[config.mk]
export PLATFORM = sky130hd
export DESIGN_NAME = store_buffer
export DESIGN_NICKNAME = d
export VERILOG_FILES = /design/src/common/lsu_pkg.sv /design/src/verilog/store_buffer.sv
export SDC_FILE = /design/constraint.sdc
export NUM_CORES = 1
export LEC_CHECK = 0
export BUFFER_PORTS_ARGS = -buffer_cell sky130_fd_sc_hd__buf_2
export CORE_UTILIZATION = 44
export DETAILED_ROUTE_END_ITERATION = 10
export PLACE_DENSITY = 0.7
export SYNTH_ARGS = -nofsm -noshare
export SYNTH_HDL_FRONTEND = slang
export SYNTH_SLANG_ARGS = --single-unit
[constraint.sdc]
create_clock -name clk_i -period 4.6 [get_ports clk_i]
set_input_delay 0.69 -clock clk_i [delete_from_list [all_inputs] [get_ports clk_i]]
set_output_delay 0.69 -clock clk_i [all_outputs]
set_load 0.01 [all_outputs]
[src/common/lsu_pkg.sv]
// LSU shared definitions
package lsu_pkg;

  localparam int unsigned XLEN      = 32;
  localparam int unsigned ADDR_W    = 16;
  localparam int unsigned ECAUSE_W  = 5;
  localparam int unsigned ROB_IDX_W = 6;

  typedef enum logic [1:0] {
    LSU_LW,
    LSU_LB,
    LSU_LBU,
    LSU_SW
  } lsu_op_e;

  // Exception causes
  localparam logic [ECAUSE_W-1:0] ECAUSE_LD_MISALIGN = 5'd4;
  localparam logic [ECAUSE_W-1:0] ECAUSE_LD_FAULT    = 5'd5;
  localparam logic [ECAUSE_W-1:0] ECAUSE_ST_MISALIGN = 5'd6;

  // Load request, lane id travels as the arbiter grant
  typedef struct packed {
    logic [ADDR_W-1:0] addr;
    lsu_op_e           op;
  } ld_req_t;

  typedef struct packed {
    logic [ROB_IDX_W-1:0] rob_idx;
    logic [XLEN-1:0]      data;
    logic                 exc;
    logic [ECAUSE_W-1:0]  cause;
  } wb_t;

endpackage

[src/verilog/store_buffer.sv]
// Store buffer with forwarding
`timescale 1ns/10ps

module store_buffer import lsu_pkg::*; #(
  parameter int unsigned SB_DEPTH = 8,
  localparam int unsigned SB_IDX_W = $clog2(SB_DEPTH)
) (
  input  logic                clk_i,
  input  logic                rst_n_i,
  input  logic                fill_i,
  input  logic [SB_IDX_W-1:0] slot_i,
  input  logic [ADDR_W-1:0]   fill_addr_i,
  input  logic [XLEN-1:0]     fill_data_i,
  input  logic [ADDR_W-1:0]   fwd_addr_i,
  input  logic                commit_i,
  output logic                fwd_hit_o,
  output logic [XLEN-1:0]     fwd_data_o,
  output logic                drain_o,
  output logic [ADDR_W-1:0]   drain_addr_o,
  output logic [XLEN-1:0]     drain_data_o
);

  logic [SB_DEPTH-1:0] filled_q;
  logic [ADDR_W-1:0]   addr_q [SB_DEPTH];
  logic [XLEN-1:0]     data_q [SB_DEPTH];
  logic [SB_IDX_W-1:0] head_q;
  logic [SB_IDX_W-1:0] idx;
  logic                run;

  // Walk from the head over the filled run, the last match is the youngest
  always_comb begin
    fwd_hit_o  = 1'b0;
    fwd_data_o = '0;
    run        = 1'b1;
    idx        = head_q;
    for (int i = 0; i < SB_DEPTH; i++) begin
      idx = head_q + SB_IDX_W'(i);
      run = run && filled_q[idx];
      if (run && (addr_q[idx][ADDR_W-1:2] == fwd_addr_i[ADDR_W-1:2])) begin
        fwd_hit_o  = 1'b1;
        fwd_data_o = data_q[idx];
      end
    end
  end

  // Unfilled head ignores commit
  assign drain_o      = commit_i && filled_q[head_q];
  assign drain_addr_o = addr_q[head_q];
  assign drain_data_o = data_q[head_q];

  always_ff @(posedge clk_i or negedge rst_n_i) begin
    if (!rst_n_i) begin
      filled_q <= '0;
      head_q   <= '0;
    end else begin
      if (drain_o) begin
        filled_q[head_q] <= 1'b0;
        head_q           <= head_q + 1'b1;
      end
      if (fill_i) begin
        filled_q[slot_i] <= 1'b1;
      end
    end
  end

  always_ff @(posedge clk_i) begin
    if (fill_i) begin
      addr_q[slot_i] <= fill_addr_i;
      data_q[slot_i] <= fill_data_i;
    end
  end

endmodule

After elaboration in Yosys (flattened, before gate mapping):

Memories as Yosys holds them, arrays and structs flattened.
Index checks and enable logic that the tools add are counted.

* bits in registers: 11
* RAM bits: 384
* bits of input ports: 71
* output and inout port bits: 82
* logic and storage cells: 91
* memories: 2

Memories
* data_q: words 8, width 32, rd ports 8, clocked after memory_dff 0, wr ports 1, line store_buffer.sv:25 `logic [XLEN-1:0] data_q [SB_DEPTH];`
* addr_q: words 8, width 16, rd ports 8, clocked after memory_dff 0, wr ports 1, line store_buffer.sv:24 `logic [ADDR_W-1:0] addr_q [SB_DEPTH];`

* $add $sub $neg: 7
* magnitude comparators: 11
* eq/ne operators: 8
* multiplexer cells: 40
* bitwise gates (word level): 3
* reduce and logical (&&, ||, !) cells: 18

Operators with widths (count)
* two-way mux 32 bit: 8
* equality test 14 bit: 8
* < comparator 3 x 4 -> 1 bit, second input constant: 9
* binary-select mux 1 bit (select 3 bit): 8
* two-way mux 1 bit: 20
* logical AND 1 bit: 18
* two-way mux 8 bit: 2
* adder 3 bit, second input constant: 4
* AND 8 bit: 1
* NOT 8 bit: 1
* bitwise OR 8 bit: 1
* adder 3 x 2 -> 3 bit, second input constant: 2
* demux 1 bit (select 3 bit): 2
* >= comparator 3 x 1 -> 1 bit, second input constant: 2
* adder 3 x 1 -> 3 bit, second input constant: 1

Longest topological paths before layout:

* word-level depth: 12
* mapped depth: 21

Worst setup path after synthesis:

Ideal clock, no wire load.

* path type: reg2out
* start: reg head_q[1]
* end: out fwd_data_o[10]
* arrival: 4.417 ns
* data required time: 3.910 ns
* path slack: -0.507 ns
* stages on the path, launching flop included: 18
* path buffers: 10
* cells stage by stage: dfrtp_1 > buf_4 > buf_4 > buf_2 > clkinv_1 > ha_1 > buf_6 > buf_12 > buf_12 > buf_12 > buf_6 > buf_2 > buf_1 > mux4_2 > nand2_1 > a21oi_1 > a311o_1 > a32o_1

* cells in the longest elaborated chain, start to end: 12

Ends and longest elaborated chain
* start: declaration: line store_buffer.sv:26 `logic [SB_IDX_W-1:0] head_q;`
* start signal: assignment: line store_buffer.sv:58 `head_q <= head_q + 1'b1;`
* parallel branches: the longest is 11 deep, another holds memory read (8 x 16 bit)
* two-way mux 32 bit (*): line store_buffer.sv:39 `if (run && (addr_q[idx][ADDR_W-1:2] == fwd_addr_i[ADDR_W-1:2])) begin`
* end: declaration: line store_buffer.sv:17 `output logic [XLEN-1:0] fwd_data_o,`

Every way passes the cells marked *. The select of a mux whose other input is x is not followed.

Final worst setup path:

* start: reg head_q[1]
* end: out fwd_data_o[3]

Same word-level chain as after synthesis.

==> insert_results.sql <==
INSERT INTO impl_metrics (metric_group, metric, value, unit) VALUES
('run_status', 'outcome', 'finished with violations', ''),
('run_status', 'violations', 'negative setup slack', ''),
('timing', 'tightestPinTransition', '1.12', 'ns'),
('clock_network', 'cts_max_path_buffers', '3', ''),
('floorplan', 'floorplan.initialDensity', '0.447', ''),
('timing', 'finalSetupViolCount', '33', ''),
('floorplan', 'num_rows', '97', ''),
('timing', 'finalSetupTns', '-21.49', 'ns'),
('setup_path', 'critPathLaunchType', 'flip-flop', ''),
('clock_network', 'tritoncts_num_sinks', '395', ''),
('setup_path', 'ff2ff_path_depth', '6', ''),
('clock_network', 'path_clk_slew', '0.06', 'ns'),
('floorplan', 'die-width', '270', 'um'),
('cells_and_area', 'nFillCells', '5722', ''),
('clock_network', 'cts_buffers', '45', ''),
('place', 'placement.cell_area', '0.0342', 'mm2'),
('floorplan', 'die_area', '0.0727', 'mm2'),
('synth', 'synthesis.area', '0.0315', 'mm2'),
('cells_and_area', 'drive_gt1_frac', '0.350', ''),
('detailed_routing', 'drt_first_iter_violations', '3297', ''),
('global_routing', 'first_global_vias', '25100', ''),
('floorplan', 'io-pin-count', '153', ''),
('setup_path', 'worstPathRequired', '3.91', 'ns'),
('hold_path', 'holdCritStartpoint', 'fill_data_i[23]', ''),
('synth', 'postSynthNetCount', '2535', ''),
('clock_network', 'cts_tree', 'yes', ''),
('synth', 'synth_async_sr_flop_share', '0.0278', ''),
('flow_run', 'maxCapViolations', '0', ''),
('timing', 'slew_violations', '0', ''),
('cells_and_area', 'signed_area_change_from_the_synthesized_netlist_to_the_final_layout', '16.9', '%'),
('pwr', 'power_density', '736', 'mW/mm2'),
('place', 'pre_cts_ws', '-0.334', 'ns'),
('pwr', 'peakVddDrop', '1.14', 'mV'),
('setup_path', 'setup.worst_path.class', 'flip-flop to primary output', ''),
('hold_path', 'whs_path_depth', '1', ''),
('floorplan', 'die_height', '270', 'um'),
('setup_path', 'rr_endpoint', 'filled_q[1]', ''),
('timing', 'relSlewSlack', '0.252', ''),
('synth', 'synth_top_cell_by_area', 'sky130_fd_sc_hd__edfxtp_1', ''),
('setup_path', 'critical_path.max_fanout', '6', ''),
('setup_path', 'crit_path_cell_trace', 'clkinv_4 -> ha_4 -> buf_12 -> mux4_2 -> mux2i_2 -> xor2_1 -> o2111ai_2 -> a2111o_1 -> a2111oi_4 -> buf_4 -> nand2b_4 -> buf_6 -> a21oi_2 -> a32o_2 -> buf_6', ''),
('setup_path', 'cp_slowest_stage_delay', '0.56', 'ns'),
('place', 'io_buffers', '150', ''),
('global_routing', 'grt_start_max_net_pins', '134', ''),
('floorplan', 'core', '0.0705', 'mm2'),
('timing', 'final_ws_setup', '-0.685', 'ns'),
('synth', 'synthTopCellsByArea', 'sky130_fd_sc_hd__edfxtp_1 37%, sky130_fd_sc_hd__mux4_2 29%, sky130_fd_sc_hd__mux2i_1 7.7%', ''),
('setup_path', 'crit_path_end_kind', 'primary output', ''),
('pwr', 'power.static_leakage', '13.5', 'nW'),
('synth', 'synth.top_cell.area_share', '0.366', ''),
('detailed_routing', 'route.detailed.vias_per_inst', '6.98', ''),
('setup_path', 'worst_ep_arrival_time', '4.60', 'ns'),
('place', 'final_weighted_congestion_in_routability_driven_placement', '0.941', ''),
('synth', 'synth-edff-count', '384', ''),
('detailed_routing', 'routedWlPerCell', '28.6', 'um'),
('pwr', 'fin_total_pwr', '0.0271', 'W'),
('timing', 'layout_min_cycle_time', '5.29', 'ns'),
('detailed_routing', 'drt_drc_violations_left', '0', ''),
('setup_path', 'worstPathBufferInverterCount', '5', ''),
('timing', 'hold_violations', '0', ''),
('detailed_routing', 'drt-pass1-iter-count', '6', ''),
('detailed_routing', 'vias', '25100', ''),
('timing', 'final_setup_skew', '0.0468', 'ns'),
('synth', 'ys_warn_count', '0', ''),
('detailed_routing', 'post_detailed_routing_wire_length', '103000', 'um'),
('clock_network', 'htree_levels', '2', ''),
('timing', 'clock.fmax', '189', 'MHz'),
('clock_network', 'clk_latency', '0.62', 'ns'),
('cells_and_area', 'stdcell_count', '3597', ''),
('setup_path', 'r2r_setup_slack', '2.14', 'ns'),
('global_routing', 'gr-total-overflow', '0', '');
-- cells in the mapped netlist (5+ instances only) --
cell type                   count
sky130_fd_sc_hd__nor2b_1       10
sky130_fd_sc_hd__a21oi_1       69
sky130_fd_sc_hd__nor3_1        14
sky130_fd_sc_hd__nand3b_1      34
sky130_fd_sc_hd__o21ai_0        8
sky130_fd_sc_hd__a221oi_1      11
sky130_fd_sc_hd__xnor2_1       82
sky130_fd_sc_hd__a211oi_1       5
sky130_fd_sc_hd__and3_1         6
sky130_fd_sc_hd__edfxtp_1     384
sky130_fd_sc_hd__buf_4         12
sky130_fd_sc_hd__buf_6         16
sky130_fd_sc_hd__clkbuf_1      89
sky130_fd_sc_hd__a32o_1        33
sky130_fd_sc_hd__o22ai_1        9
sky130_fd_sc_hd__and2_1         7
sky130_fd_sc_hd__nand2_1      453
sky130_fd_sc_hd__nor2_1        28
sky130_fd_sc_hd__o211ai_1      36
sky130_fd_sc_hd__a21o_1        39
sky130_fd_sc_hd__ha_1           6
sky130_fd_sc_hd__dfrtp_1       11
sky130_fd_sc_hd__nand2b_1      11
sky130_fd_sc_hd__a22oi_1       11
sky130_fd_sc_hd__nor4_1         7
sky130_fd_sc_hd__mux4_2       408
sky130_fd_sc_hd__xor2_1        38
sky130_fd_sc_hd__nand4_1       19
sky130_fd_sc_hd__a21boi_1      32
sky130_fd_sc_hd__nand3_1      107
sky130_fd_sc_hd__o2111ai_1      5
sky130_fd_sc_hd__a311o_1       31
sky130_fd_sc_hd__buf_2         89
sky130_fd_sc_hd__mux2i_1      241
sky130_fd_sc_hd__buf_1         30
sky130_fd_sc_hd__mux2_2        11
-- per-layer routing --
layer / part of all wire / vias up / track usage
li1: - / 10200 / -
met1: 0.36 / 12600 / 0.352
met2: 0.48 / 1868 / 0.453
met3: 0.11 / 409 / 0.0603
met4: 0.055 / 10 / 0.141
met5: 0.00062 / - / 0
-- stage by stage --
| step | util | hold WS, ns |
|---|---|---|
| final | 0.523 | 0.336 |
| after CTS | 0.520 | 0.295 |
| after detailed placement | 0.484 | 0.563 |
| after floorplan | - | 0.394 |
| after global placement | 0.484 | 0.552 |
| after global routing | 0.523 | 0.317 |
-- how the worst max path moves through the flow --
stage	from	cells past startpoint	to
final	head_q[1]	15	fwd_data_o[3]
after detailed placement	head_q[1]	15	fwd_data_o[3]
after global routing	head_q[1]	15	fwd_data_o[9]
after floorplan	head_q[1]	18	fwd_data_o[23]
after CTS	head_q[1]	16	fwd_data_o[19]
after global placement	head_q[1]	15	fwd_data_o[3]
-- layout make-up --
class | count | area (um2) | share of cell area
diodes | 6 | 15.0 | 0.000407
multi-input cells | 1815 | 18900 | 0.513
well taps | 940 | 1180 | 0.0319
inverters | 9 | 38.8 | 0.00105
clock inverters | 32 | 422 | 0.0114
repair buffers | 348 | 3340 | 0.0907
flip-flops and latches | 395 | 11800 | 0.321
clock buffers | 52 | 1150 | 0.0313
-- state kept, by name, summed over array words and instances, names as in the netlist --
name      flops
addr_q      128
data_q      256
filled_q      8
head_q        3
-- report_power, final --
group / leakage, nW / switching [W] / total [W] / internal, W
clock network: 0.749 / 0.00156 / 0.00383 / 0.00227
logic: 9.13 / 0.0103 / 0.0190 / 0.00872
registers: 3.61 / 0.000185 / 0.00432 / 0.00413
total: 13.5 / 0.0120 / 0.0271 / 0.0151
-- placed cells by master, fill, tap and decap left out, types with 8 or more instances in the layout --
master,instances
sky130_fd_sc_hd__a32o_1,13
sky130_fd_sc_hd__xnor2_2,8
sky130_fd_sc_hd__buf_12,42
sky130_fd_sc_hd__buf_16,8
sky130_fd_sc_hd__buf_6,36
sky130_fd_sc_hd__nor3_1,12
sky130_fd_sc_hd__nand2_1,453
sky130_fd_sc_hd__a221oi_1,9
sky130_fd_sc_hd__nand3_1,107
sky130_fd_sc_hd__buf_2,127
sky130_fd_sc_hd__a21o_1,39
sky130_fd_sc_hd__mux4_2,409
sky130_fd_sc_hd__bufinv_16,8
sky130_fd_sc_hd__o211ai_1,36
sky130_fd_sc_hd__a21oi_2,18
sky130_fd_sc_hd__clkbuf_16,46
sky130_fd_sc_hd__a32o_2,20
sky130_fd_sc_hd__a21boi_1,32
sky130_fd_sc_hd__nand4_1,19
sky130_fd_sc_hd__nor2b_1,10
sky130_fd_sc_hd__clkinv_1,11
sky130_fd_sc_hd__o22ai_1,9
sky130_fd_sc_hd__xor2_1,36
sky130_fd_sc_hd__a21oi_1,51
sky130_fd_sc_hd__xnor2_1,73
sky130_fd_sc_hd__edfxtp_1,384
sky130_fd_sc_hd__dfrtp_1,8
sky130_fd_sc_hd__nor2_1,20
sky130_fd_sc_hd__nand2b_1,10
sky130_fd_sc_hd__a311o_1,31
sky130_fd_sc_hd__a22oi_1,10
sky130_fd_sc_hd__buf_4,122
sky130_fd_sc_hd__nand3b_1,34
sky130_fd_sc_hd__mux2i_1,239
sky130_fd_sc_hd__mux2_2,11
-- logic make-up (layout without fill, tap and decap cells) --
family,Yosys count,after routing,synth area share
AO/OA/AOI/OAI,311,311,0.0749
XOR/XNOR,120,120,0.0333
adder cells (fa/ha/maj),6,6,0.00238
buffers and inverters,248,441,0.0398
flip-flops,395,395,0.374
multiplexers,665,665,0.374
other,0,6,0
AND/OR/NAND/NOR,713,713,0.101
-- repair_timing --
action	4_1_cts	5_1_grt
gates cloned	10	1
endpoints found under the hold margin	11	0
setup endpoints to repair	33	33
pin swaps	28	11
buffers inserted	22	3
hold buffers	1	0
gates resized for setup	98	29
No activity file was read; power rests on OpenSTA's default activity.
