`src/common/lsu_pkg.sv`:
```
// LSU shared definitions
package lsu_pkg;

  localparam int unsigned XLEN      = 32;
  localparam int unsigned ADDR_W    = 16;
  localparam int unsigned ECAUSE_W  = 5;
  localparam int unsigned ROB_IDX_W = 6;

  typedef enum logic [1:0] {
    LSU_LW,
    LSU_LB,
    LSU_LBU,
    LSU_SW
  } lsu_op_e;

  // Exception causes
  localparam logic [ECAUSE_W-1:0] ECAUSE_LD_MISALIGN = 5'd4;
  localparam logic [ECAUSE_W-1:0] ECAUSE_LD_FAULT    = 5'd5;
  localparam logic [ECAUSE_W-1:0] ECAUSE_ST_MISALIGN = 5'd6;

  // Load request, lane id travels as the arbiter grant
  typedef struct packed {
    logic [ADDR_W-1:0] addr;
    lsu_op_e           op;
  } ld_req_t;

  typedef struct packed {
    logic [ROB_IDX_W-1:0] rob_idx;
    logic [XLEN-1:0]      data;
    logic                 exc;
    logic [ECAUSE_W-1:0]  cause;
  } wb_t;

endpackage

```
`src/lsu/lsu_arbiter.sv`:
```
// Fixed-priority lane arbiter
`timescale 1ns/10ps

module lsu_arbiter #(
  parameter int unsigned N_LSU = 2,
  parameter type payload_t = logic,
  localparam int unsigned IDX_W = (N_LSU <= 1) ? 1 : $clog2(N_LSU)
) (
  input  logic [N_LSU-1:0] valid_i,
  input  payload_t         payload_i [N_LSU],
  input  logic             ready_i,
  output logic             valid_o,
  output payload_t         payload_o,
  output logic [IDX_W-1:0] grant_idx_o,
  output logic [N_LSU-1:0] ready_o
);

  // Lowest index wins
  always_comb begin
    valid_o     = 1'b0;
    grant_idx_o = '0;
    for (int i = 0; i < N_LSU; i++) begin
      if (valid_i[i] && !valid_o) begin
        valid_o     = 1'b1;
        grant_idx_o = IDX_W'(i);
      end
    end
  end

  assign payload_o = payload_i[grant_idx_o];

  always_comb begin
    ready_o = '0;
    if (valid_o) begin
      ready_o[grant_idx_o] = ready_i;
    end
  end

endmodule

```
`src/lsu/lsu_lane.sv`:
```
// Load/store lane
`timescale 1ns/10ps

module lsu_lane import lsu_pkg::*; #(
  parameter int unsigned SB_DEPTH = 8,
  localparam int unsigned SB_IDX_W = $clog2(SB_DEPTH)
) (
  input  logic                 clk_i,
  input  logic                 rst_n_i,

  input  logic                 req_valid_i,
  output logic                 req_ready_o,
  input  lsu_op_e              op_i,
  input  logic [ADDR_W-1:0]    addr_i,
  input  logic [XLEN-1:0]      st_data_i,
  input  logic [ROB_IDX_W-1:0] rob_idx_i,
  input  logic [SB_IDX_W-1:0]  sb_id_i,

  output logic                 sb_fill_o,
  output logic [SB_IDX_W-1:0]  sb_slot_o,
  output logic [ADDR_W-1:0]    sb_addr_o,
  output logic [XLEN-1:0]      sb_data_o,
  output logic [ADDR_W-1:0]    fwd_addr_o,
  input  logic                 fwd_hit_i,
  input  logic [XLEN-1:0]      fwd_data_i,

  output logic                 ld_req_valid_o,
  output ld_req_t              ld_req_o,
  input  logic                 ld_req_ready_i,
  input  logic                 ld_rsp_valid_i,
  output logic                 ld_rsp_ready_o,
  input  logic [XLEN-1:0]      ld_rsp_data_i,
  input  logic                 ld_rsp_err_i,

  output logic                 wb_valid_o,
  output wb_t                  wb_o,
  input  logic                 wb_ready_i
);

  typedef enum logic [1:0] {IDLE, LD_REQ, LD_WAIT, WB} state_e;

  state_e               state_q;
  lsu_op_e              op_q;
  logic [ADDR_W-1:0]    addr_q;
  logic [XLEN-1:0]      word_q;
  logic [XLEN-1:0]      result;
  logic [ROB_IDX_W-1:0] rob_q;
  logic [SB_IDX_W-1:0]  slot_q;
  logic [ECAUSE_W-1:0]  cause_q;
  logic [7:0]           byte_sel;
  logic                 exc_q;
  logic                 fill_q;
  logic                 accept;
  logic                 misalign;
  logic                 rsp_fire;

  assign req_ready_o = (state_q == IDLE);
  assign accept      = req_valid_i && req_ready_o;
  assign misalign    = ((op_i == LSU_LW) || (op_i == LSU_SW)) && (addr_i[1:0] != 2'b00);
  assign rsp_fire    = ld_rsp_valid_i && ld_rsp_ready_o;

  always_ff @(posedge clk_i or negedge rst_n_i) begin
    if (!rst_n_i) begin
      state_q <= IDLE;
      fill_q  <= 1'b0;
    end else begin
      // Fill lands in the first WB cycle of an aligned store
      fill_q <= accept && !misalign && (op_i == LSU_SW);
      case (state_q)
        IDLE: begin
          if (accept) begin
            state_q <= (misalign || (op_i == LSU_SW) || fwd_hit_i) ? WB : LD_REQ;
          end
        end
        LD_REQ:  if (ld_req_ready_i) state_q <= LD_WAIT;
        LD_WAIT: if (ld_rsp_valid_i) state_q <= WB;
        WB:      if (wb_ready_i) state_q <= IDLE;
        default: state_q <= IDLE;
      endcase
    end
  end

  always_ff @(posedge clk_i) begin
    if (accept) begin
      op_q    <= op_i;
      addr_q  <= addr_i;
      rob_q   <= rob_idx_i;
      slot_q  <= sb_id_i;
      exc_q   <= misalign;
      cause_q <= (op_i == LSU_SW) ? ECAUSE_ST_MISALIGN : ECAUSE_LD_MISALIGN;
      word_q  <= (op_i == LSU_SW) ? st_data_i : fwd_data_i;
    end else if (rsp_fire) begin
      word_q  <= ld_rsp_data_i;
      exc_q   <= ld_rsp_err_i;
      cause_q <= ECAUSE_LD_FAULT;
    end
  end

  assign fwd_addr_o = addr_i;
  assign sb_fill_o  = fill_q;
  assign sb_slot_o  = slot_q;
  assign sb_addr_o  = addr_q;
  assign sb_data_o  = word_q;

  assign ld_req_valid_o = (state_q == LD_REQ);
  assign ld_req_o.addr  = addr_q;
  assign ld_req_o.op    = op_q;
  assign ld_rsp_ready_o = (state_q == LD_WAIT);

  // Byte lane select and extension
  assign byte_sel = word_q[{addr_q[1:0], 3'b000} +: 8];

  always_comb begin
    case (op_q)
      LSU_LB:  result = {{(XLEN-8){byte_sel[7]}}, byte_sel};
      LSU_LBU: result = {{(XLEN-8){1'b0}}, byte_sel};
      LSU_LW:  result = word_q;
      default: result = '0;
    endcase
  end

  assign wb_valid_o    = (state_q == WB);
  assign wb_o.rob_idx  = rob_q;
  assign wb_o.data     = exc_q ? '0 : result;
  assign wb_o.exc      = exc_q;
  assign wb_o.cause    = exc_q ? cause_q : '0;

endmodule

```
`src/lsu/lsu_group.sv`:
```
// Load/store lane group
`timescale 1ns/10ps

module lsu_group import lsu_pkg::*; #(
  parameter int unsigned N_LSU    = 2,
  parameter int unsigned SB_DEPTH = 8,
  localparam int unsigned SB_IDX_W = $clog2(SB_DEPTH),
  localparam int unsigned ID_W     = (N_LSU <= 1) ? 1 : $clog2(N_LSU)
) (
  input  logic                 clk_i,
  input  logic                 rst_n_i,

  input  logic                 req_valid_i,
  output logic                 req_ready_o,
  input  lsu_op_e              op_i,
  input  logic [XLEN-1:0]      base_i,
  input  logic [XLEN-1:0]      offset_i,
  input  logic [XLEN-1:0]      st_data_i,
  input  logic [ROB_IDX_W-1:0] rob_idx_i,
  input  logic [SB_IDX_W-1:0]  sb_id_i,

  output logic                 sb_fill_o,
  output logic [SB_IDX_W-1:0]  sb_slot_o,
  output logic [ADDR_W-1:0]    sb_addr_o,
  output logic [XLEN-1:0]      sb_data_o,
  output logic [ADDR_W-1:0]    fwd_addr_o,
  input  logic                 fwd_hit_i,
  input  logic [XLEN-1:0]      fwd_data_i,

  output logic                 mem_req_valid_o,
  input  logic                 mem_req_ready_i,
  output logic [ADDR_W-1:0]    mem_req_addr_o,
  output logic [ID_W-1:0]      mem_req_id_o,
  input  logic                 mem_rsp_valid_i,
  output logic                 mem_rsp_ready_o,
  input  logic [ID_W-1:0]      mem_rsp_id_i,
  input  logic [XLEN-1:0]      mem_rsp_data_i,
  input  logic                 mem_rsp_err_i,

  output logic                 wb_valid_o,
  output wb_t                  wb_o,
  input  logic                 wb_ready_i
);

  logic [XLEN-1:0]     ea_full;
  logic [N_LSU-1:0]    lane_ready;
  logic [N_LSU-1:0]    lane_req_valid;
  logic [N_LSU-1:0]    lane_fill;
  logic [N_LSU-1:0]    lane_ld_valid;
  logic [N_LSU-1:0]    lane_ld_ready;
  logic [N_LSU-1:0]    lane_rsp_valid;
  logic [N_LSU-1:0]    lane_rsp_ready;
  logic [N_LSU-1:0]    lane_wb_valid;
  logic [N_LSU-1:0]    lane_wb_ready;
  logic [SB_IDX_W-1:0] lane_slot     [N_LSU];
  logic [ADDR_W-1:0]   lane_sb_addr  [N_LSU];
  logic [XLEN-1:0]     lane_sb_data  [N_LSU];
  ld_req_t             lane_ld_req   [N_LSU];
  wb_t                 lane_wb       [N_LSU];
  ld_req_t             mem_req;
  logic                alloc_found;

  assign ea_full = base_i + offset_i;

  for (genvar g = 0; g < N_LSU; g++) begin : g_lane
    lsu_lane #(
      .SB_DEPTH(SB_DEPTH)
    ) u_lane (
      .clk_i,
      .rst_n_i,
      .req_valid_i   (lane_req_valid[g]),
      .req_ready_o   (lane_ready[g]),
      .op_i,
      .addr_i        (ea_full[ADDR_W-1:0]),
      .st_data_i,
      .rob_idx_i,
      .sb_id_i,
      .sb_fill_o     (lane_fill[g]),
      .sb_slot_o     (lane_slot[g]),
      .sb_addr_o     (lane_sb_addr[g]),
      .sb_data_o     (lane_sb_data[g]),
      .fwd_addr_o    (),
      .fwd_hit_i,
      .fwd_data_i,
      .ld_req_valid_o(lane_ld_valid[g]),
      .ld_req_o      (lane_ld_req[g]),
      .ld_req_ready_i(lane_ld_ready[g]),
      .ld_rsp_valid_i(lane_rsp_valid[g]),
      .ld_rsp_ready_o(lane_rsp_ready[g]),
      .ld_rsp_data_i (mem_rsp_data_i),
      .ld_rsp_err_i  (mem_rsp_err_i),
      .wb_valid_o    (lane_wb_valid[g]),
      .wb_o          (lane_wb[g]),
      .wb_ready_i    (lane_wb_ready[g])
    );
  end

  // ========================================
  // Allocation and store buffer muxing
  // ========================================
  assign req_ready_o = |lane_ready;

  // Accepting lane queries with the shared effective address
  assign fwd_addr_o = ea_full[ADDR_W-1:0];

  always_comb begin
    alloc_found    = 1'b0;
    lane_req_valid = '0;
    for (int i = 0; i < N_LSU; i++) begin
      if (lane_ready[i] && !alloc_found) begin
        alloc_found       = 1'b1;
        lane_req_valid[i] = req_valid_i;
      end
    end
  end

  // Downward scan so the lowest pulsing lane is left standing
  always_comb begin
    sb_fill_o = 1'b0;
    sb_slot_o = lane_slot[0];
    sb_addr_o = lane_sb_addr[0];
    sb_data_o = lane_sb_data[0];
    for (int i = N_LSU - 1; i >= 0; i--) begin
      if (lane_fill[i]) begin
        sb_fill_o = 1'b1;
        sb_slot_o = lane_slot[i];
        sb_addr_o = lane_sb_addr[i];
        sb_data_o = lane_sb_data[i];
      end
    end
  end

  // ========================================
  // Memory path and writeback
  // ========================================
  lsu_arbiter #(
    .N_LSU    (N_LSU),
    .payload_t(ld_req_t)
  ) u_ld_arb (
    .valid_i    (lane_ld_valid),
    .payload_i  (lane_ld_req),
    .ready_i    (mem_req_ready_i),
    .valid_o    (mem_req_valid_o),
    .payload_o  (mem_req),
    .grant_idx_o(mem_req_id_o),
    .ready_o    (lane_ld_ready)
  );

  assign mem_req_addr_o = mem_req.addr;

  always_comb begin
    lane_rsp_valid  = '0;
    mem_rsp_ready_o = 1'b0;
    if (mem_rsp_valid_i && (mem_rsp_id_i < N_LSU)) begin
      lane_rsp_valid[mem_rsp_id_i] = 1'b1;
      mem_rsp_ready_o              = lane_rsp_ready[mem_rsp_id_i];
    end
  end

  lsu_arbiter #(
    .N_LSU    (N_LSU),
    .payload_t(wb_t)
  ) u_wb_arb (
    .valid_i    (lane_wb_valid),
    .payload_i  (lane_wb),
    .ready_i    (wb_ready_i),
    .valid_o    (wb_valid_o),
    .payload_o  (wb_o),
    .grant_idx_o(),
    .ready_o    (lane_wb_ready)
  );

endmodule

```
`config.mk`:
```
export PLATFORM = sky130hd
export DESIGN_NAME = lsu_group
export DESIGN_NICKNAME = d
export VERILOG_FILES = /design/src/common/lsu_pkg.sv /design/src/lsu/lsu_arbiter.sv /design/src/lsu/lsu_lane.sv /design/src/lsu/lsu_group.sv
export SDC_FILE = /design/constraint.sdc
export NUM_CORES = 1
export LEC_CHECK = 0
export BUFFER_PORTS_ARGS = -buffer_cell sky130_fd_sc_hd__buf_2
export CORE_AREA = 2 2 175 177
export CTS_CLUSTER_SIZE = 8
export DETAILED_ROUTE_END_ITERATION = 8
export DIE_AREA = 0 0 177 179
export PLACE_DENSITY_LB_ADDON = 0.3
export SYNTH_ARGS = -nofsm -noshare
export SYNTH_HDL_FRONTEND = slang
export SYNTH_SLANG_ARGS = --single-unit
```
`constraint.sdc`:
```
create_clock -name clk_i -period 3.45 [get_ports clk_i]
set_input_delay 0.5175 -clock clk_i [delete_from_list [all_inputs] [get_ports clk_i]]
set_output_delay 0.5175 -clock clk_i [all_outputs]
set_load 0.01 [all_outputs]
```
* Word level (Yosys, flattened, before mapping)
Index checks and enable logic that the tools add are counted.
Operators by class: $lt $le $gt $ge 8, reductions and logical operators 33, shift-type cells 2, mux-type cells 66, equality and inequality tests 19, bitwise gates (word level) 4, add/sub/neg operators 1
Operator list (count):
- $mux 32 | 9
- $pmux 32 s3 | 2
- $mux 44 | 3
- $shiftx 32x6->8 | 2
- $mux 18 | 3
- $mux 16 | 2
- $mux 5 | 6
- $mux 2 | 13
- $mux 1 | 21
- $add 16x16->16 | 1
- $ne 2x2->1 const B | 8
- $pmux 2 s4 | 2
- $logic_and 1x1->1 | 15
- $eq 2x2->1 const B | 7
- $logic_not 2->1 | 5
- $eq 2x1->1 const B | 4
- $reduce_and 4->1 | 2
- $lt 1x2->1 const B | 3
- $mux 3 | 2
- $reduce_bool 2->1 | 3
- $and 2x2->2 | 2
- $ge 2x2->1 const B | 2
- $logic_not 1->1 | 4
- $not 1->2 | 2
- other kinds (4) | 10
Word-level totals: output and inout port bits 133, word-level logic and storage cells 151, input port bits 180, register bits 136

* Logic depth before layout (Yosys ltp)
word-level depth 13, mapped depth 9, depth with buffers taken out 8

* Modules after synthesis
From an unflattened synthesis, not the netlist that was laid out.
Unflattened totals: cell total of the unflattened synthesis 890, area, all modules 9960.8 µm²
By module, submodules not included:
- lsu_lane | seq. area each 1936.9 µm², cells an instance 325, times used 2, area an instance 3732.3 µm²
- lsu_group | seq. area each 0.0 µm², cells an instance 160, times used 1, area an instance 1396.3 µm²
- lsu_arbiter at u_wb_arb | seq. area each 0.0 µm², cells an instance 54, times used 1, area an instance 769.5 µm²
- lsu_arbiter at u_ld_arb | seq. area each 0.0 µm², cells an instance 26, times used 1, area an instance 330.3 µm²

* Worst setup path before layout
No wires, ideal clock.
path type reg2reg, start register g_lane[0].u_lane.state_q[0], end register g_lane[0].u_lane.cause_q[0], enable pin, data required time 2974 ps, arrival 3200 ps, clock period less this slack 3676 ps, path slack -226 ps, stages on the path, launching flop included 5, buffers on the path 0, library setup time 476 ps, cell sequence dfrtp_1 -> inv_1 -> ha_1 -> inv_1 -> o21ai_0
Between the ends: cells in the longest elaborated chain, start to end 4, elaborated cells between the ends (all ways) 6, classes of those cells 1 x eq/ne; 1 x mux; 4 x reduce/logical
Ends and longest elaborated chain:
- start: declaration | RTL line lsu_lane.sv:42 | state_e state_q;
- start signal: assignment | RTL line lsu_lane.sv:72 | state_q <= (misalign || (op_i == LSU_SW) || fwd_hit_i) ? WB : LD_REQ;
- $logic_not 2->1 | RTL line lsu_lane.sv:57 | assign req_ready_o = (state_q == IDLE);
- $mux 1 | RTL line lsu_group.sv:110 | if (lane_ready[i] && !alloc_found) begin
- $logic_and 1x1->1 | RTL line lsu_lane.sv:58 | assign accept = req_valid_i && req_ready_o;
- $reduce_bool 2->1 (no line) *
- end signal: assignment | RTL line lsu_lane.sv:90 | cause_q <= (op_i == LSU_SW) ? ECAUSE_ST_MISALIGN : ECAUSE_LD_MISALIGN;
- end: declaration | RTL line lsu_lane.sv:49 | logic [ECAUSE_W-1:0] cause_q;
Every way passes the cells marked *; elsewhere a longest branch is shown, timed or not. A chain may end at the register's enable or synchronous reset.

==> metrics <==
fin crit share=about 90%; die width=~180 um; fmax=around 0.32 GHz; final instance area=around 0.011 sq mm; num ports=~310; first-pass GRT wire length=between 40000 and 50000 um; total grt overflow=0; clock sinks=130; Worst R2R Start=g_lane[0].u_lane.state_q[0]; post_cts resized=0; crit start category=flop; min-delay src=rob_idx_i[0]; Internal=4520 uW; pwr dens=about 700 mW/mm^2; Synth Area per Inst=approximately 11 sq um; mux cell area share after synthesis=19.8%; largest family of logic cells by synthesized area=multiplexers; switching power=roughly 2900 uW; synthesized flop and latch total=130; GRT Util Overall=17.3%; drt first pass iters=5; crit path time final=just over 3 ns; share of cells above drive strength 1=a little over two fifths; critical path type=flop to primary output; Reg clk slew, reported paths=0.06 ns; DIE HEIGHT=about 180 um; IO Port Bufs=about 280; final hold violation count=0; RSZ-0062 raised after global routing=no; antenna-violating nets left=0; compound-cell area share of the yosys netlist=about 14%; starting density of the core=a little over a quarter; Worst-Margin Slew=around 0.87 ns; top-area cell type share of the netlist area=a little under half; Hold Crit Class=input port to flop; status=finished clean; crit path DAT=~2.6 ns; Remaining DRCs=0; WP data required=slightly below 3 ns; Commonest cells post-synth=edfxtp_1, nand2_1, o21ai_0; hpwl dp=about 21000 um; WHS Endpoint=g_lane[1].u_lane.rob_q[0]; peak supply drop=roughly 260 uV; Wirelength per Cell=just under 20 um; CORE AREA=approximately 0.030 sq mm; Syn Std Cell Area=~0.0083 sq mm; hold depth=1; Vias/cell=4.97; Placed Area=~0.01 sq mm; setup TNS=0 ns; largest area contributor in the netlist=edfxtp_1; Logic pwr share=41.0%; count leader, synth=edfxtp_1; largest net degree at the start of global routing=52; Synth Area in XOR/XNOR=between 1 and 1.5%; CTS buffer count=17; Final Setup Violations=0; NumNets Final=1231; cell leakage power=0.00445 uW; CTS tree=built; initial drt markers=523; final slew viol count=0; Synth cell types=55; Worst Path Max Fanout=10; root buffer cell=clkbuf_16; routability cong.=~0.87; Clk Latency, worst-skew pair=slightly above 0.4 ns; reg2reg setup slack=approximately 1.2 ns; Area growth syn-to-layout=28.8%; final WL=approximately 28000 um; Rel. slew slack=41.9%; vias in the first global route=6842; Flop pwr share=between 30% and 40%; CTS H-tree depth=4; initial antenna violation count=5; Site Rows=64; reg-to-reg endpoint=g_lane[1].u_lane.sb_data_o[7]; fraction of the yosys area taken by sequential cells=around 47%; switch share=around two fifths; Layout Skew=~0.0066 ns; Longest Clk Path Bufs=2; Critical Path Sink Type=primary output; routed via count=between 7k and 8k; YS warnings=0; synth top area cells=edfxtp_1, mux2_2, mux2i_1; Setup Buffers After CTS=0; area share of and/or/nand/nor cells after synthesis=9.91%; count of flip-flops with a built-in enable after synthesis=~120; clock share of power=a little under a quarter; Post-Synth Adder-Cell Area=3.88%; die area=0.0317 sq mm; reg2reg path depth=6; ys flop type=edfxtp_1; synthesized instance count=761; Async S/R FF share, synth=4.62%; max_cap viols=0
==> logic make-up (layout without fill, tap and decap cells) <==
kind of cell / count (synthesis) / in the layout
other: 1 / 7
buffers and inverters: 75 / 352
AO/OA/AOI/OAI: 192 / 192
XOR/XNOR: 12 / 12
AND/OR/NAND/NOR: 189 / 189
flip-flops: 130 / 130
adder cells (fa/ha/maj): 25 / 25
multiplexers: 137 / 137
==> per-stage QoR <==
step / std cells / hold WS, ns / setup WS, ns / total power (uW) / util, %
after global placement: 1402 / 0.346 / 0.445 / 5680 / 33.5
after detailed placement: 1402 / 0.347 / 0.410 / 5710 / 33.5
after global routing: 1437 / 0.269 / 0.154 / 7850 / 35.4
after CTS: 1435 / 0.269 / 0.333 / 7470 / 35.4
after floorplan: 762 / 0.222 / 0.239 / 4410 / -
final: 1440 / 0.289 / 0.346 / 7390 / 35.4
==> routing by layer <==
metal	track usage [%]	vias to the layer above	wire length, um
li1	-	3375	-
met1	21.0	3428	11200
met2	30.0	319	13800
met3	4.77	39	2470
met4	5.13	0	533
met5	0	-	0
==> what timing repair did <==
item	CTS	global route
setup endpoints to repair	0	0
hold buffers	1	0
endpoints found under the hold margin	6	0
==> cell type report <==
type / count / area [sq um]
Inverter: 18 / 67.6
Clock inverter: 14 / 133
Antenna cell: 5 / 12.5
Tap cell: 396 / 495
Timing Repair Buffer: 302 / 1570
Multi-Input combinational cell: 557 / 4040
Fill cell: 3082 / 19400
Sequential cell: 130 / 3870
Clock buffer: 18 / 429
==> power by group through the flow <==
stage	combinational (uW)	clock (uW)	sequential [uW]
after floorplan	1970	0	2440
after global placement	3040	0	2640
after detailed placement	3060	0	2650
after CTS	3070	1780	2620
after global routing	3340	1850	2660
final	3030	1740	2620
==> cells in the final DEF (no fill, tap or decap), types with 23 or more instances in the layout <==
| cell | synthesis | final |
|---|---|---|
| buf_2 | 18 | 278 |
| edfxtp_1 | 124 | 124 |
| nand2_1 | 96 | 95 |
| o21ai_0 | 81 | 80 |
| mux2_2 | 73 | 73 |
| mux2i_1 | 50 | 50 |
| nor2_1 | 50 | 50 |
| a21oi_1 | 42 | 42 |
| o22ai_1 | 33 | 33 |
| ha_1 | 24 | 23 |
| buf_4 | 3 | 23 |
==> state kept, by name, indices dropped and copies added, names as in the netlist <==
name and flops:
g_lane.u_lane.sb_data_o 64, g_lane.u_lane.sb_addr_o 32, g_lane.u_lane.rob_q 12, g_lane.u_lane.sb_slot_o 6, g_lane.u_lane.cause_q 4, g_lane.u_lane.op_q 4, g_lane.u_lane.state_q 4, g_lane.u_lane.exc_q 2
g_lane.u_lane.sb_fill_o 2
==> worst max-delay path, stage by stage, from the launching register on <==
cell	delay (ns)
edfxtp_1	0.66
buf_4	0.26
mux4_2	0.52
mux2i_1	0.15
nor2_1	0.05
a31oi_1	0.19
o22ai_1	0.14
buf_2	0.20
==> how the worst max path moves through the flow <==
| stage | startpoint | endpoint | cells past startpoint |
|---|---|---|---|
| 6_report | g_lane[1].u_lane.sb_addr_o[0] | wb_o[9] | 7 |
| 5_1_grt | g_lane[1].u_lane.sb_addr_o[0] | wb_o[9] | 7 |
| 4_1_cts | g_lane[1].u_lane.sb_addr_o[0] | wb_o[9] | 7 |
| 3_5_place_dp | base_i[0] | fwd_addr_o[12] | 9 |
| 3_3_place_gp | base_i[0] | fwd_addr_o[12] | 9 |
| 2_1_floorplan | g_lane[0].u_lane.state_q[0] | g_lane[1].u_lane.cause_q[0] | 7 |
Power figures use the tool's default switching activity.
